$ cat src/bus_map_pkg.sv
package bus_map_pkg;

    // bus widths
    typedef logic [31:0] addr_t;
    typedef logic [63:0] data_t;
    typedef logic [31:0] word_t;
    typedef logic [2:0]  access_t;

    // load type codes
    localparam access_t acc_lb  = 3'b000;
    localparam access_t acc_lh  = 3'b001;
    localparam access_t acc_lw  = 3'b010;
    localparam access_t acc_ld  = 3'b011;
    localparam access_t acc_lbu = 3'b100;
    localparam access_t acc_lhu = 3'b101;
    localparam access_t acc_lwu = 3'b110;

    // store type codes
    localparam access_t acc_sb = 3'b000;
    localparam access_t acc_sh = 3'b001;
    localparam access_t acc_sw = 3'b010;
    localparam access_t acc_sd = 3'b011;

    // ram window, 2048 words of 32 bits
    localparam addr_t ram_base  = 32'h0000_1000;
    localparam addr_t ram_size  = 32'h0000_2000;
    localparam int    ram_words = 2048;
    localparam int    ram_idx_w = 11;

    // single registers
    localparam addr_t key_addr     = 32'h0000_8000;
    localparam addr_t uart_addr    = 32'h0000_8008;
    localparam addr_t sdc_addr_reg = 32'h0000_8010;
    localparam addr_t sdc_read     = 32'h0000_8018;
    localparam addr_t sdc_ready    = 32'h0000_8020;
    localparam addr_t sdc_avail    = 32'h0000_8028;

    // sector buffer window
    localparam addr_t sdc_buf_base = 32'h0000_9000;

endpackage

$ cat src/periph_pkg.sv
package periph_pkg;

    // keyboard and interrupt
    typedef logic [7:0] char_t;
    typedef logic [3:0] irq_vec_t;

    localparam irq_vec_t key_irq_code = 4'd1;

    // sd sector buffer
    localparam int sector_bytes = 512;
    localparam int sector_aw    = 9;

    typedef logic [9:0]  byte_idx_t;
    typedef logic [31:0] sector_t;

    // ram access sequencing
    typedef enum logic [1:0] {
        idle,
        read_lo,
        read_hi,
        write_hi
    } ram_state_t;

endpackage

$ cat src/bus_fabric.sv
`timescale 1ns/1ps

module bus_fabric import bus_map_pkg::*, periph_pkg::*; (
    input  logic      CLOCK_50,
    input  logic      KEY0,
    input  addr_t     bus_address,
    input  data_t     bus_write_data,
    input  logic      bus_write_enable,
    input  logic      bus_read_enable,
    input  data_t     ram_rdata,
    input  logic      ram_done,
    input  char_t     key_char,
    input  logic      sd_ready_flag,
    input  char_t     buf_byte,
    input  logic      buf_avail,
    output data_t     bus_read_data,
    output logic      bus_read_done,
    output logic      ram_rd,
    output logic      ram_wr,
    output byte_idx_t buf_index,
    output logic      sdc_addr_wr,
    output logic      sdc_rd_wr,
    output char_t     uart_data,
    output logic      uart_write
);

    logic  ram_sel;
    logic  key_sel;
    logic  uart_sel;
    logic  sdc_addr_sel;
    logic  sdc_read_sel;
    logic  sdc_ready_sel;
    logic  sdc_avail_sel;
    logic  buf_sel;
    logic  uart_strobe;
    logic  uart_strobe_q;
    logic  rd_pend;
    logic  rd_land;
    addr_t buf_offset;
    data_t periph_rdata;

    // address map
    assign ram_sel       = bus_address >= ram_base && bus_address < ram_base + ram_size;
    assign key_sel       = bus_address == key_addr;
    assign uart_sel      = bus_address == uart_addr;
    assign sdc_addr_sel  = bus_address == sdc_addr_reg;
    assign sdc_read_sel  = bus_address == sdc_read;
    assign sdc_ready_sel = bus_address == sdc_ready;
    assign sdc_avail_sel = bus_address == sdc_avail;
    assign buf_sel       = bus_address >= sdc_buf_base &&
                           bus_address < sdc_buf_base + sector_bytes;

    assign ram_rd      = bus_read_enable && ram_sel;
    assign ram_wr      = bus_write_enable && ram_sel;
    assign sdc_addr_wr = bus_write_enable && sdc_addr_sel;
    assign sdc_rd_wr   = bus_write_enable && sdc_read_sel;
    assign uart_strobe = bus_write_enable && uart_sel;

    assign buf_offset = bus_address - sdc_buf_base;
    assign buf_index  = byte_idx_t'(buf_offset);

    // unmapped reads fall through to zero
    always_comb begin
        if (key_sel) begin
            periph_rdata = {56'd0, key_char};
        end else if (sdc_ready_sel) begin
            periph_rdata = {63'd0, sd_ready_flag};
        end else if (sdc_avail_sel) begin
            periph_rdata = {63'd0, buf_avail};
        end else if (buf_sel) begin
            periph_rdata = {56'd0, buf_byte};
        end else begin
            periph_rdata = '0;
        end
    end

    // ram waits for its done, everything else lands one cycle later
    assign rd_land = rd_pend && !bus_read_enable && (!ram_sel || ram_done);

    always_ff @(posedge CLOCK_50 or negedge KEY0) begin
        if (!KEY0) begin
            bus_read_done <= 1'b1;
            rd_pend       <= 1'b0;
            uart_strobe_q <= 1'b0;
            uart_write    <= 1'b0;
        end else begin
            uart_strobe_q <= uart_strobe;
            uart_write    <= uart_strobe && !uart_strobe_q;
            if (bus_read_enable) begin
                rd_pend       <= 1'b1;
                bus_read_done <= 1'b0;
            end else if (rd_land) begin
                rd_pend       <= 1'b0;
                bus_read_done <= 1'b1;
            end
        end
    end

    always_ff @(posedge CLOCK_50) begin
        if (rd_land) begin
            bus_read_data <= ram_sel ? ram_rdata : periph_rdata;
        end
        if (uart_strobe && !uart_strobe_q) begin
            uart_data <= bus_write_data[7:0];
        end
    end

endmodule

$ cat config.mk
export PLATFORM = sky130hd
export DESIGN_NAME = bus_fabric
export DESIGN_NICKNAME = d
export VERILOG_FILES = /design/src/bus_map_pkg.sv /design/src/periph_pkg.sv /design/src/bus_fabric.sv
export SDC_FILE = /design/constraint.sdc
export NUM_CORES = 1
export LEC_CHECK = 0
export BUFFER_PORTS_ARGS = -buffer_cell sky130_fd_sc_hd__buf_2
export CAP_MARGIN = 20
export CORE_MARGIN = 2
export CORE_UTILIZATION = 30
export CTS_BUF_LIST = sky130_fd_sc_hd__clkbuf_2 sky130_fd_sc_hd__clkbuf_4 sky130_fd_sc_hd__clkbuf_8
export DETAILED_ROUTE_END_ITERATION = 16
export GPL_TIMING_DRIVEN = 1
export PLACE_DENSITY_LB_ADDON = 0.3
export SLEW_MARGIN = 20
export SYNTH_ARGS = -nofsm -noshare
export SYNTH_HDL_FRONTEND = slang
export SYNTH_SLANG_ARGS = --single-unit
$ cat constraint.sdc
create_clock -name CLOCK_50 -period 6.8 [get_ports CLOCK_50]
set_clock_uncertainty 0.1 [all_clocks]
set_input_delay 1.02 -clock CLOCK_50 [delete_from_list [all_inputs] [get_ports CLOCK_50]]
set_output_delay 1.02 -clock CLOCK_50 [all_outputs]
set_load 0.01 [all_outputs]
* After elaboration in Yosys (flattened, before gate mapping)
Index checks and enable logic that the tools add are counted.
Word-level totals: input port bits 183, logic and storage cells 41, register bits 76
Cells by class: reduce and logical (&&, ||, !) cells 15, magnitude comparators 4, multiplexer cells 9, equality and inequality tests 6, add/sub/neg operators 1
Operators by type and width (count):
- 32-bit by 16-bit equality test with 1-bit output, second input constant | 6
- 64-bit two-way mux | 2
- 32-bit by 13-bit >= comparator with 1-bit output, second input constant | 1
- 32-bit by 16-bit >= comparator with 1-bit output, second input constant | 1
- 32-bit by 14-bit less-than comparator with 1-bit output, second input constant | 1
- 32-bit by 16-bit less-than comparator with 1-bit output, second input constant | 1
- 8-bit two-way mux | 3
- 1-bit logical AND | 10
- 10-bit by 1-bit subtractor with 10-bit output, second input constant | 1
- 1-bit two-way mux | 4
- 1-bit zero test | 3
- 2-bit nonzero test | 1
- 1-bit logical OR | 1

* Longest topological paths before layout
Gate-level depths: netlist (run 1).
depth in word-level cells 7, depth in mapped cells 6, mapped depth without buffers 4

* Worst setup path after synthesis (run 1)
OpenSTA, ideal clock, no wires.
path kind input port to flip-flop, start point input port bus_address[14], end point register bus_read_data[0] (enable), arrival 4.262 ns, path slack 1.952 ns, cell stages on the path 6, cell sequence nor4_4 -> nand4_1 -> buf_2 -> clkbuf_8 -> o31ai_1 -> nor2_1
Between the ends: longest elaborated chain between the ends 5, elaborated cells on any way between the ends 6, those cells by class order compare: 2; reduce/logical: 4
Ends and longest elaborated chain:
- start, declared | RTL line bus_fabric.sv:6 | input addr_t bus_address,
- 32-bit by 13-bit >= comparator with 1-bit output or 32-bit by 14-bit less-than comparator with 1-bit output (tied branches) | RTL line bus_fabric.sv:43 | assign ram_sel = bus_address >= ram_base && bus_address < ram_base + ram_size;
- 1-bit logical AND * | RTL line bus_fabric.sv:43
- 1-bit zero test * | RTL line bus_fabric.sv:78 | assign rd_land = rd_pend && !bus_read_enable && (!ram_sel || ram_done);
- 1-bit logical OR * | RTL line bus_fabric.sv:78
- 1-bit logical AND * | RTL line bus_fabric.sv:78
- net rd_land | RTL line bus_fabric.sv:38 | logic rd_land;
- end signal, assigned | RTL line bus_fabric.sv:101 | bus_read_data <= ram_sel ? ram_rdata : periph_rdata;
- end, declared | RTL line bus_fabric.sv:16 | output data_t bus_read_data,
Mark *: on every way through the listed nets, which the timed path passes. The rest lies on a longest branch. A chain may end at the register's enable or synchronous reset.

* Worst setup path in the final report (run 1)
start point input port bus_address[16], end point output port sdc_addr_wr
Between the ends: longest elaborated chain between the ends 2
Ends and longest elaborated chain:
- 32-bit by 16-bit equality test with 1-bit output | RTL line bus_fabric.sv:46 | assign sdc_addr_sel = bus_address == sdc_addr_reg;
- 1-bit logical AND | RTL line bus_fabric.sv:55 | assign sdc_addr_wr = bus_write_enable && sdc_addr_sel;
- end, declared | RTL line bus_fabric.sv:21 | output logic sdc_addr_wr,
Every way passes these cells.

==> metrics.csv, run 1 <==
metric,value,unit
outcome,finished clean,
DR pass1 iterations,4,
Top delay family on crit path,simple AND/OR/NAND/NOR gates,
"Hold Vio Cnt, Final",0,
layout net count,633,
DR vias,2641,
crit path capture,sdc_addr_wr,
Maximum Capacitance Violations,0,
Yosys top cell by area,edfxtp_1,
first-pass GRT wire length,12.0,mm
Final Cycle Share,64.7,%
Final Setup Violations,0,
Die X,109,µm
RR Endpoint,bus_read_data[17],
syn_area_per_cell,13.7,µm²
clock sink count,76,
M2 GR Usage,22.2,%
Max-slew headroom,35.1,%
Hold WC Path Type,flip-flop to flip-flop,
global route overflow,0,
Die Area,12000,µm²
Synth Net Count,426,
I/O pins,271,
total CTS buffers,9,
Fin Hold WS,0.371,ns
FMAX,0.227,GHz
most frequent CP cell,buf_2,
GPL Wtd Cong,0.784,
# diodes,0,
TritonCTS clock tree,built,
Starting Density,30.7,%
hpwl dp,6.68,mm
Slowest cell on crit path,nand4_1,
worst-path maximum fanout,20,
register bit total from synthesis,76,
Gate power share,7.3,%
kind of end point of the critical path,output pin,
die span in y,109,µm
critical path depth,6,
R2R cell count,3,
CP Class,input port to output pin,
vias in the first global route,2476,
Power Total,0.869,mW
clk buf depth,2,
crit-path cells,buf_2 > nor4_4 > nand4_1 > or2_2 > nor4_1 > buf_2,
antenna-violating nets left,0,
layout cells sized above 1,54.1,%
CP arrival,3.28,ns
"Gates resized, CTS repair",0,
Routed Wire Length,8.58,mm
DR vias/cell,4.44,
Placeable Area,10800,µm²
row count,38,
area grow syn2layout,39.3,%
mean routed wirelength per cell,14.4,µm
Slew Limit Fails,0,
PortBufs,214,
min Tclk post-route,4.40,ns
P_leak,2.25,nW
GR Util All Layers,13.5,%
WP data required,5.68,ns
switching power,0.188,mW
RSZ-0062 raised after global routing,false,
yosys warns,0,
"commonest cells after routing, fill and taps aside","buf_2, edfxtp_1, and2_1",
DR iter-0 viols,105,
critical path's largest stage delay,0.69,ns
distinct cell type count after synthesis,34,
Worst-path clk slew,0.07,ns
initial antenna violation count,0,
Reg2Reg Launch Point,rd_pend,
met3 Use GR,3.97,%
sw frac,21.6,%
"most common cell after layout, fill and taps aside",buf_2,
Buffers & Inverters on Critical Path,2,
Root Driver,clkbuf_8,
Skew-Pair Late Insertion Delay,0.33,ns
sequential-to-total area share from yosys stat,68.0,%
Clock power frac,33.9,%
Post-CTS Hold Buffers,0,
met1 GRT Util,15.9,%
cell count after synthesis,243,
CP Launch Point,bus_address[16],
Pint,0.682,mW
Synth area leaders,"edfxtp_1, and2_1, buf_4",
postcts setup bufs,0,
worst-margin pin slew,0.966,ns
grt peak-use layer,met2,
CTS H-tree depth,3,
area fraction of the dominant cell type after synthesis,64.9,%
Fin Setup TNS,0,ns
largest net degree at the start of global routing,58,
Worst Setup Start Kind,input port,
maximum VDD drop,0.0779,mV
pwr dens,187,nW/µm²
synthesized area,3330,µm²
drc violations,0,
flop-to-flop setup slack,4.84,ns
Seq pwr share,58.8,%
power groups by stage:
| stage | Sequential (mW) | Clock (mW) | Combinational (mW) |
|---|---|---|---|
| after global routing | 0.511 | 0.325 | 0.0704 |
| after CTS | 0.511 | 0.308 | 0.0649 |
| final | 0.511 | 0.294 | 0.0637 |
| after global placement | 0.522 | 0 | 0.0635 |
| after detailed placement | 0.522 | 0 | 0.0644 |
| after floorplan | 0.523 | 0 | 0.0203 |
routing by layer:
layer,vias to the layer above,wire (µm)
met4,0,216
met5,-,0
li1,1296,-
met3,15,874
met1,1175,3520
met2,155,3970
cell type report:
type / count / area [µm²]
clock buffers: 11 / 139
repair buffers: 216 / 1090
clock inverters: 5 / 28.8
well taps: 140 / 175
inverters: 10 / 37.5
fillers: 1064 / 6200
flip-flops and latches: 76 / 2260
multi-input cells: 137 / 908
Yosys cell counts:
cell,instances
nor4b_1,1
nand4_1,3
buf_6,1
nand3b_1,2
nor4_2,1
and2b_2,1
nor3b_1,1
clkbuf_8,2
a31oi_1,7
edfxtp_1,72
nor4_1,4
or3_2,7
a21oi_1,1
or2_1,1
buf_4,10
or4_1,8
buf_2,1
and2_1,57
o32ai_1,1
nand2_1,6
clkbuf_1,6
dfrtp_1,3
a21o_1,2
xor2_1,1
nor2_1,8
nor4_4,1
or2_2,1
a32o_1,1
o31ai_1,1
inv_1,10
dfstp_2,1
mux2i_1,1
nor3_1,13
nand4b_1,7
worst register-to-register path: cells and delay by family (launching register included):
family | cells | cell delay, ns
compound gates | 1 | 0.12
simple gates | 1 | 0.41
buf+inv | 1 | 0.59
flops | 1 | 0.35
cells by family after synthesis:
family          count (synthesis)  synth area share, %
simple gates                  122                 23.4
flops                          76                 68.0
buf+inv                        30                 5.37
compound gates                 13                 2.71
xor+xnor                        1                0.263
mux                             1                0.301
stage by stage:
stage	cells	utilization (%)	cell area [µm²]	setup slack (ns)
2_1_floorplan	243	-	3330	1.95
3_3_place_gp	579	41.2	4470	2.42
3_5_place_dp	579	41.2	4470	2.41
4_1_cts	595	42.8	4640	2.40
5_1_grt	595	42.8	4640	2.18
6_report	595	42.8	4640	2.40
state kept, by name, indices dropped and copies added (netlist names):
name           flops
bus_read_done      1
rd_pend            1
uart_data          8
uart_write         1
uart_strobe_q      1
bus_read_data     64
worst min-delay path by stage:
stage	start	endpoint	slack (ns)	cells after the start
2_1_floorplan	rd_pend	rd_pend	0.35	1
3_3_place_gp	bus_read_done	bus_read_done	0.35	2
3_5_place_dp	bus_read_done	bus_read_done	0.36	2
4_1_cts	bus_read_done	bus_read_done	0.37	2
5_1_grt	KEY0	uart_write	0.37	1
6_report	bus_read_done	bus_read_done	0.37	2
(Power assumes the default switching activity.)
==> run 2, diff against run 1 <==
Settings changed: ABC_AREA set to 1.
Clock period 6.8 ns to 3.6 ns, I/O delays scaled along.
==> run 2 against run 1 <==
  * Die area is 1.4% higher
  * Critical path depth up 4
  * Clock power grew 80%
  * Critical endpoint is now ram_wr
  * Combinational power increased by 110%
  * Via count rose by 9.8%
  * Largest power group unchanged
  * Largest cell class unchanged
==> metrics.csv, run 2 <==
metric,value,unit,change
area grow syn2layout,39.3,%,about the same
Hold WC Path Type,input port to flip-flop,,
GR Util All Layers,13.6,%,+0.12 points
area fraction of the dominant cell type after synthesis,64.0,%,-0.94 points
Worst Setup Start Kind,input port,,
maximum VDD drop,0.121,mV,+56%
total CTS buffers,9,,unchanged
Top delay family on crit path,simple AND/OR/NAND/NOR gates,,
largest net degree at the start of global routing,73,,+26%
CP arrival,1.99,ns,-1.29 ns
"commonest cells after routing, fill and taps aside","buf_2, nor2_1, inv_1",,
postcts setup bufs,0,,unchanged
WP data required,2.96,ns,-2.72 ns
FILL cells,1115,,+4.8%
most frequent CP cell,nor2_1,,
GPL Wtd Cong,0.874,,+12%
outcome,finished clean,,
R2R cell count,3,,unchanged
mean routed wirelength per cell,11.6,µm,-20%
first-pass GRT wire length,12.4,mm,+3.1%
Synth area leaders,"edfxtp_1, nor2_1, inv_1",,
CTS H-tree depth,3,,unchanged
yosys warns,0,,unchanged
Slew Limit Fails,0,,unchanged
Buffers & Inverters on Critical Path,4,,+2
number of cells on the worst hold path,1,,-1
clk buf depth,2,,unchanged
drc violations,0,,unchanged
Synth Net Count,534,,+25%
Routed Wire Length,8.16,mm,-4.9%
"Gates resized, CTS repair",0,,unchanged
P_leak,2.76,nW,+23%
RR Endpoint,bus_read_data[9],,
RSZ-0062 raised after global routing,false,,
# diodes,0,,unchanged
Reg2Reg Launch Point,rd_pend,,
Skew-Pair Late Insertion Delay,0.33,ns,about the same
ys async rst share,5.26,%,unchanged
Slowest cell on crit path,buf_4,,
crit-path cells,buf_2 > nor2_1 > nand2_1 > nor2_1 > nand2_1 > nor3_4 > inv_2 > buf_4 > nor2_1 > buf_2,,
hpwl dp,6.35,mm,-4.9%
"most common cell after layout, fill and taps aside",buf_2,,
Die X,110,µm,+0.70%
TritonCTS clock tree,built,,
Worst-path clk slew,0.06,ns,about the same
Starting Density,30.9,%,+0.18 points
Fin Hold WS,0.278,ns,-0.0929 ns
worst-path maximum fanout,72,,+260%
"Hold Vio Cnt, Final",0,,unchanged
Synth top cells by count,"nor2_1, inv_1, edfxtp_1, nand2_1, buf_4",,
global route overflow,0,,unchanged
layout cells sized above 1,41.9,%,-12 points
Max-slew headroom,52.9,%,+18 points
DR vias/cell,4.11,,-7.5%
layout net count,746,,+18%
"count leader, synth",nor2_1,,
kind of end point of the critical path,output pin,,
syn_area_per_cell,9.62,µm²,-30%
FMAX,0.381,GHz,
initial antenna violation count,2,,+2
DR pass1 iterations,4,,unchanged
dominant synthesized flop cell,edfxtp_1,,
flop-to-flop setup slack,1.75,ns,-3.09 ns
Final Cycle Share,72.9,%,
antenna-violating nets left,0,,unchanged
Placeable Area,10900,µm²,+0.88%
CP Class,input port to output pin,,
Fin Setup TNS,0,ns,unchanged
die span in y,110,µm,+0.70%
distinct cell type count after synthesis,20,,-41%
Final Setup Violations,0,,unchanged
worst-margin pin slew,0.706,ns,-0.260 ns
register bit total from synthesis,76,,unchanged
critical path's largest stage delay,0.32,ns,-0.37 ns
pwr dens,346,nW/µm²,+84%
DR iter-0 viols,71,,-32%
Yosys top cell by area,edfxtp_1,,
Root Driver,clkbuf_8,,
vias in the first global route,2835,,+14%
"EDFF count, synth",72,,unchanged
Worst Hold End,uart_data[3],,
min Tclk post-route,2.63,ns,
Min-Delay Startpoint,bus_write_data[3],,
DR vias,2900,,+9.8%
I/O pins,271,,unchanged
row count,38,,unchanged
clock sink count,76,,unchanged
sequential-to-total area share from yosys stat,67.0,%,-0.98 points
Post-CTS Hold Buffers,1,,+1
Maximum Capacitance Violations,0,,unchanged
max FFs per register,64,,unchanged
Regs by FF count,"bus_read_data x64, uart_data x8",,
Final Util,43.0,%,+0.23 points
Die Area,12100,µm²,+1.4%
Top reg by flops,bus_read_data,,
PortBufs,214,,unchanged
cell count after synthesis,351,,+44%
synthesized area,3380,µm²,+1.5%
==> run 2: how the worst max path moves through the flow <==
stage / startpoint / to / slack, ns / cells after the start
after global routing: bus_address[25] / ram_wr / 0.74 / 10
after detailed placement: bus_address[25] / bus_read_data[46] / 0.83 / 11
after floorplan: bus_address[20] / bus_read_data[0] / 0.65 / 9
after global placement: bus_address[12] / bus_read_data[24] / 0.87 / 9
after CTS: bus_address[25] / ram_wr / 0.88 / 10
final: bus_address[25] / ram_wr / 0.97 / 10
==> run 2: routing by layer <==
metal / wire [µm] / vias up / track usage, % / part of all wire (%)
li1: - / 1473 / - / -
met1: 2970 / 1272 / 13.6 / 36
met2: 4150 / 140 / 24.8 / 51
met3: 907 / 11 / 5.70 / 11
met4: 105 / 4 / 5.54 / 1.3
met5: 27 / - / 0 / 0.33
==> run 2: final cells by class <==
cell class,instances,area (µm²),area share [%]
clock buffer,10,131,2.79
clock inverter,4,18.8,0.399
inverter,81,304,6.46
multi-input combinational,177,708,15.1
sequential,76,2260,48.1
tap,140,175,3.72
timing repair buffer,218,1100,23.5
==> run 2: cells by family (layout without fill, tap and decap cells) <==
logic type / Yosys count / after routing / synth area share (%)
and+or+nand+nor: 173 / 173 / 20.3
DFF: 76 / 76 / 67.0
AOI/OAI and AO/OA: 4 / 4 / 0.667
buffers and inverters: 98 / 313 / 12.0
==> run 2: worst reg2reg max path: stages, from the launching register on <==
cell and delay, ns:
dfrtp_1 0.34, nand3_1 0.11, inv_2 0.36, buf_4 0.56
==> run 2: report_power, final <==
part | total, mW | internal, mW | switching, mW
Sequential | 0.966 | 0.966 | 0.000745
Combinational | 0.131 | 0.0658 | 0.0650
Clock | 0.528 | 0.244 | 0.284
==> run 2: through the flow <==
step                cell area [µm²]  power, mW  instances  worst slack, ns
floorplan                      3380       1.04        351            0.651
global placement               4540       1.11        691            0.866
detailed placement             4540       1.12        691            0.835
CTS                            4700       1.66        706            0.882
global route                   4700       1.70        706            0.739
finish                         4700       1.63        706            0.975
==> run 3, diff against run 2 <==
Clock period 3.6 ns to 2.4 ns, I/O delays scaled along.
==> run 3 against run 2 <==
  * Final cell count rose by 0.42%
  * Total power rose by 58%
  * Clock-buffer cell count rose by 3
  * Die area unchanged
  * Sequential share of layout area shrank 0.99 points
  * Setup slack worse by 0.69 ns
  * Sequential cell count unchanged
  * Worst hold slack lost 0.19 ns
  * Largest power group unchanged
  * Highest routed layer is now met4
==> metrics.csv, run 3 (synthesis gave the netlist of run 2 again) <==
metric,value,unit,change
RR Endpoint,bus_read_data[47],,
die span in y,110,µm,unchanged
GR Util All Layers,13.5,%,-0.094 points
drc violations,0,,unchanged
P_leak,2.78,nW,+0.57%
R2R cell count,3,,unchanged
Reg2Reg Launch Point,rd_pend,,
GPL Wtd Cong,0.821,,-6.1%
TritonCTS clock tree,built,,
Worst Setup Start Kind,input port,,
DR vias,2919,,+0.66%
vias in the first global route,2754,,-2.9%
total CTS buffers,9,,unchanged
# diodes,0,,unchanged
Skew-Pair Late Insertion Delay,0.34,ns,about the same
Final Cycle Share,88.1,%,
DR iter-0 viols,102,,+44%
Fin Hold WS,0.0870,ns,-0.191 ns
Slew Limit Fails,0,,unchanged
row count,38,,unchanged
Root Driver,clkbuf_8,,
area grow syn2layout,42.2,%,
PortBufs,214,,unchanged
DR vias/cell,4.12,,+0.23%
max FFs per register,64,,unchanged
CP Launch Point,bus_address[27],,
RSZ-0062 raised after global routing,false,,
kind of end point of the critical path,output pin,,
Die X,110,µm,unchanged
Max-slew headroom,64.5,%,+12 points
Final Setup Violations,0,,unchanged
hpwl dp,6.52,mm,+2.7%
FMAX,0.473,GHz,
Power Total,2.57,mW,+58%
pwr dens,535,nW/µm²,+55%
layout net count,747,,+0.13%
Non-Filler Instances,709,,+0.42%
Regs by FF count,"bus_read_data x64, uart_data x8",,
CP Class,input port to output pin,,
Die Area,12100,µm²,unchanged
"commonest cells after routing, fill and taps aside","buf_2, nor2_1, inv_1",,
DR pass1 iterations,4,,unchanged
Routed Wire Length,8.31,mm,+1.8%
setup slack at placement,0.105,ns,-0.730 ns
I/O pins,271,,unchanged
worst setup margin,0.286,ns,-0.689 ns
layout cells sized above 1,43.4,%,+1.5 points
"most common cell after layout, fill and taps aside",buf_2,,
min Tclk post-route,2.11,ns,
Final Util,43.9,%,+0.90 points
worst-margin pin slew,0.533,ns,-0.174 ns
global route overflow,0,,unchanged
WP data required,1.94,ns,-1.02 ns
flop-to-flop setup slack,1.11,ns,-0.64 ns
Placeable Area,10900,µm²,unchanged
Placed Cells,692,,+0.14%
maximum VDD drop,0.230,mV,+90%
Starting Density,30.9,%,unchanged
CTS H-tree depth,3,,unchanged
clk buf depth,2,,unchanged
worst-path maximum fanout,72,,unchanged
largest net degree at the start of global routing,73,,unchanged
Top reg by flops,bus_read_data,,
crit path capture,ram_wr,,
"Hold Vio Cnt, Final",0,,unchanged
first-pass GRT wire length,12.4,mm,-0.28%
Worst-path clk slew,0.08,ns,+0.02 ns
CP arrival,1.65,ns,-0.34 ns
mean routed wirelength per cell,11.7,µm,+1.4%
outcome,finished clean,,
Maximum Capacitance Violations,0,,unchanged
Hold WC Path Type,input port to flip-flop,,
clock sink count,76,,unchanged
antenna-violating nets left,0,,unchanged
initial antenna violation count,0,,-2
-- run 3: cell types whose count changed in the layout (fill, tap and decap cells not counted), moves of 2 or more --
cell,delta
nor2_1,-4
clkbuf_8,+2
nor2_4,+3
clkinv_2,-3
clkinvlp_4,+4
-- run 3: worst min path at each step --
stage                         endpoint  cells past startpoint         startpoint  slack (ns)
after global routing      uart_data[6]                      1  bus_write_data[6]        0.06
after detailed placement    uart_write                      1               KEY0        0.07
final                     uart_data[7]                      1  bus_write_data[7]        0.09
after CTS                 uart_data[3]                      1  bus_write_data[3]        0.06
after global placement      uart_write                      1               KEY0        0.07
after floorplan                rd_pend                      0               KEY0       -0.04
-- run 3: power by group --
group          switching (mW)  internal, mW  leakage [nW]
Sequential            0.00125          1.45         0.878
Combinational           0.103         0.104          1.81
Clock                   0.459         0.456        0.0887
-- run 3: per-layer routing --
metal  part of all wire (%)  global-route usage, %  wire, µm  vias up
met1                     40                   14.7      3300     1284
met2                     49                   24.1      4050      141
met5                      0                      0         0        -
li1                       -                      -         -     1480
met3                    9.6                   3.59       795       14
met4                    1.9                   6.70       162        0
-- run 3: critical path, stage by stage --
cell     delay (ns)
buf_2          0.11
nor2_4         0.08
nand2_1        0.05
nor2_1         0.14
nand2_2        0.12
nor3_4         0.17
inv_2          0.07
buf_6          0.24
nor2_1         0.15
buf_2          0.15
-- run 3: what timing repair did --
action	CTS	global route
endpoints found under the setup margin	0	1
hold buffers	1	0
buffers inserted	0	0
endpoints found under the hold margin	4	0
gates resized for setup	0	1
-- run 3: through the flow --
step	setup TNS, ns	area [µm²]
finish	0	4800
global route	0	4800
CTS	0	4800
detailed placement	0	4600
global placement	0	4600
floorplan	-17.27	3410
-- run 3: final cells by class --
type / instances / area [µm²]
multi-input cells: 177 / 741
clock buffers: 13 / 166
inverters: 81 / 308
fillers: 1118 / 6130
flip-flops and latches: 76 / 2260
clock inverters: 3 / 22.5
repair buffers: 219 / 1130
well taps: 140 / 175
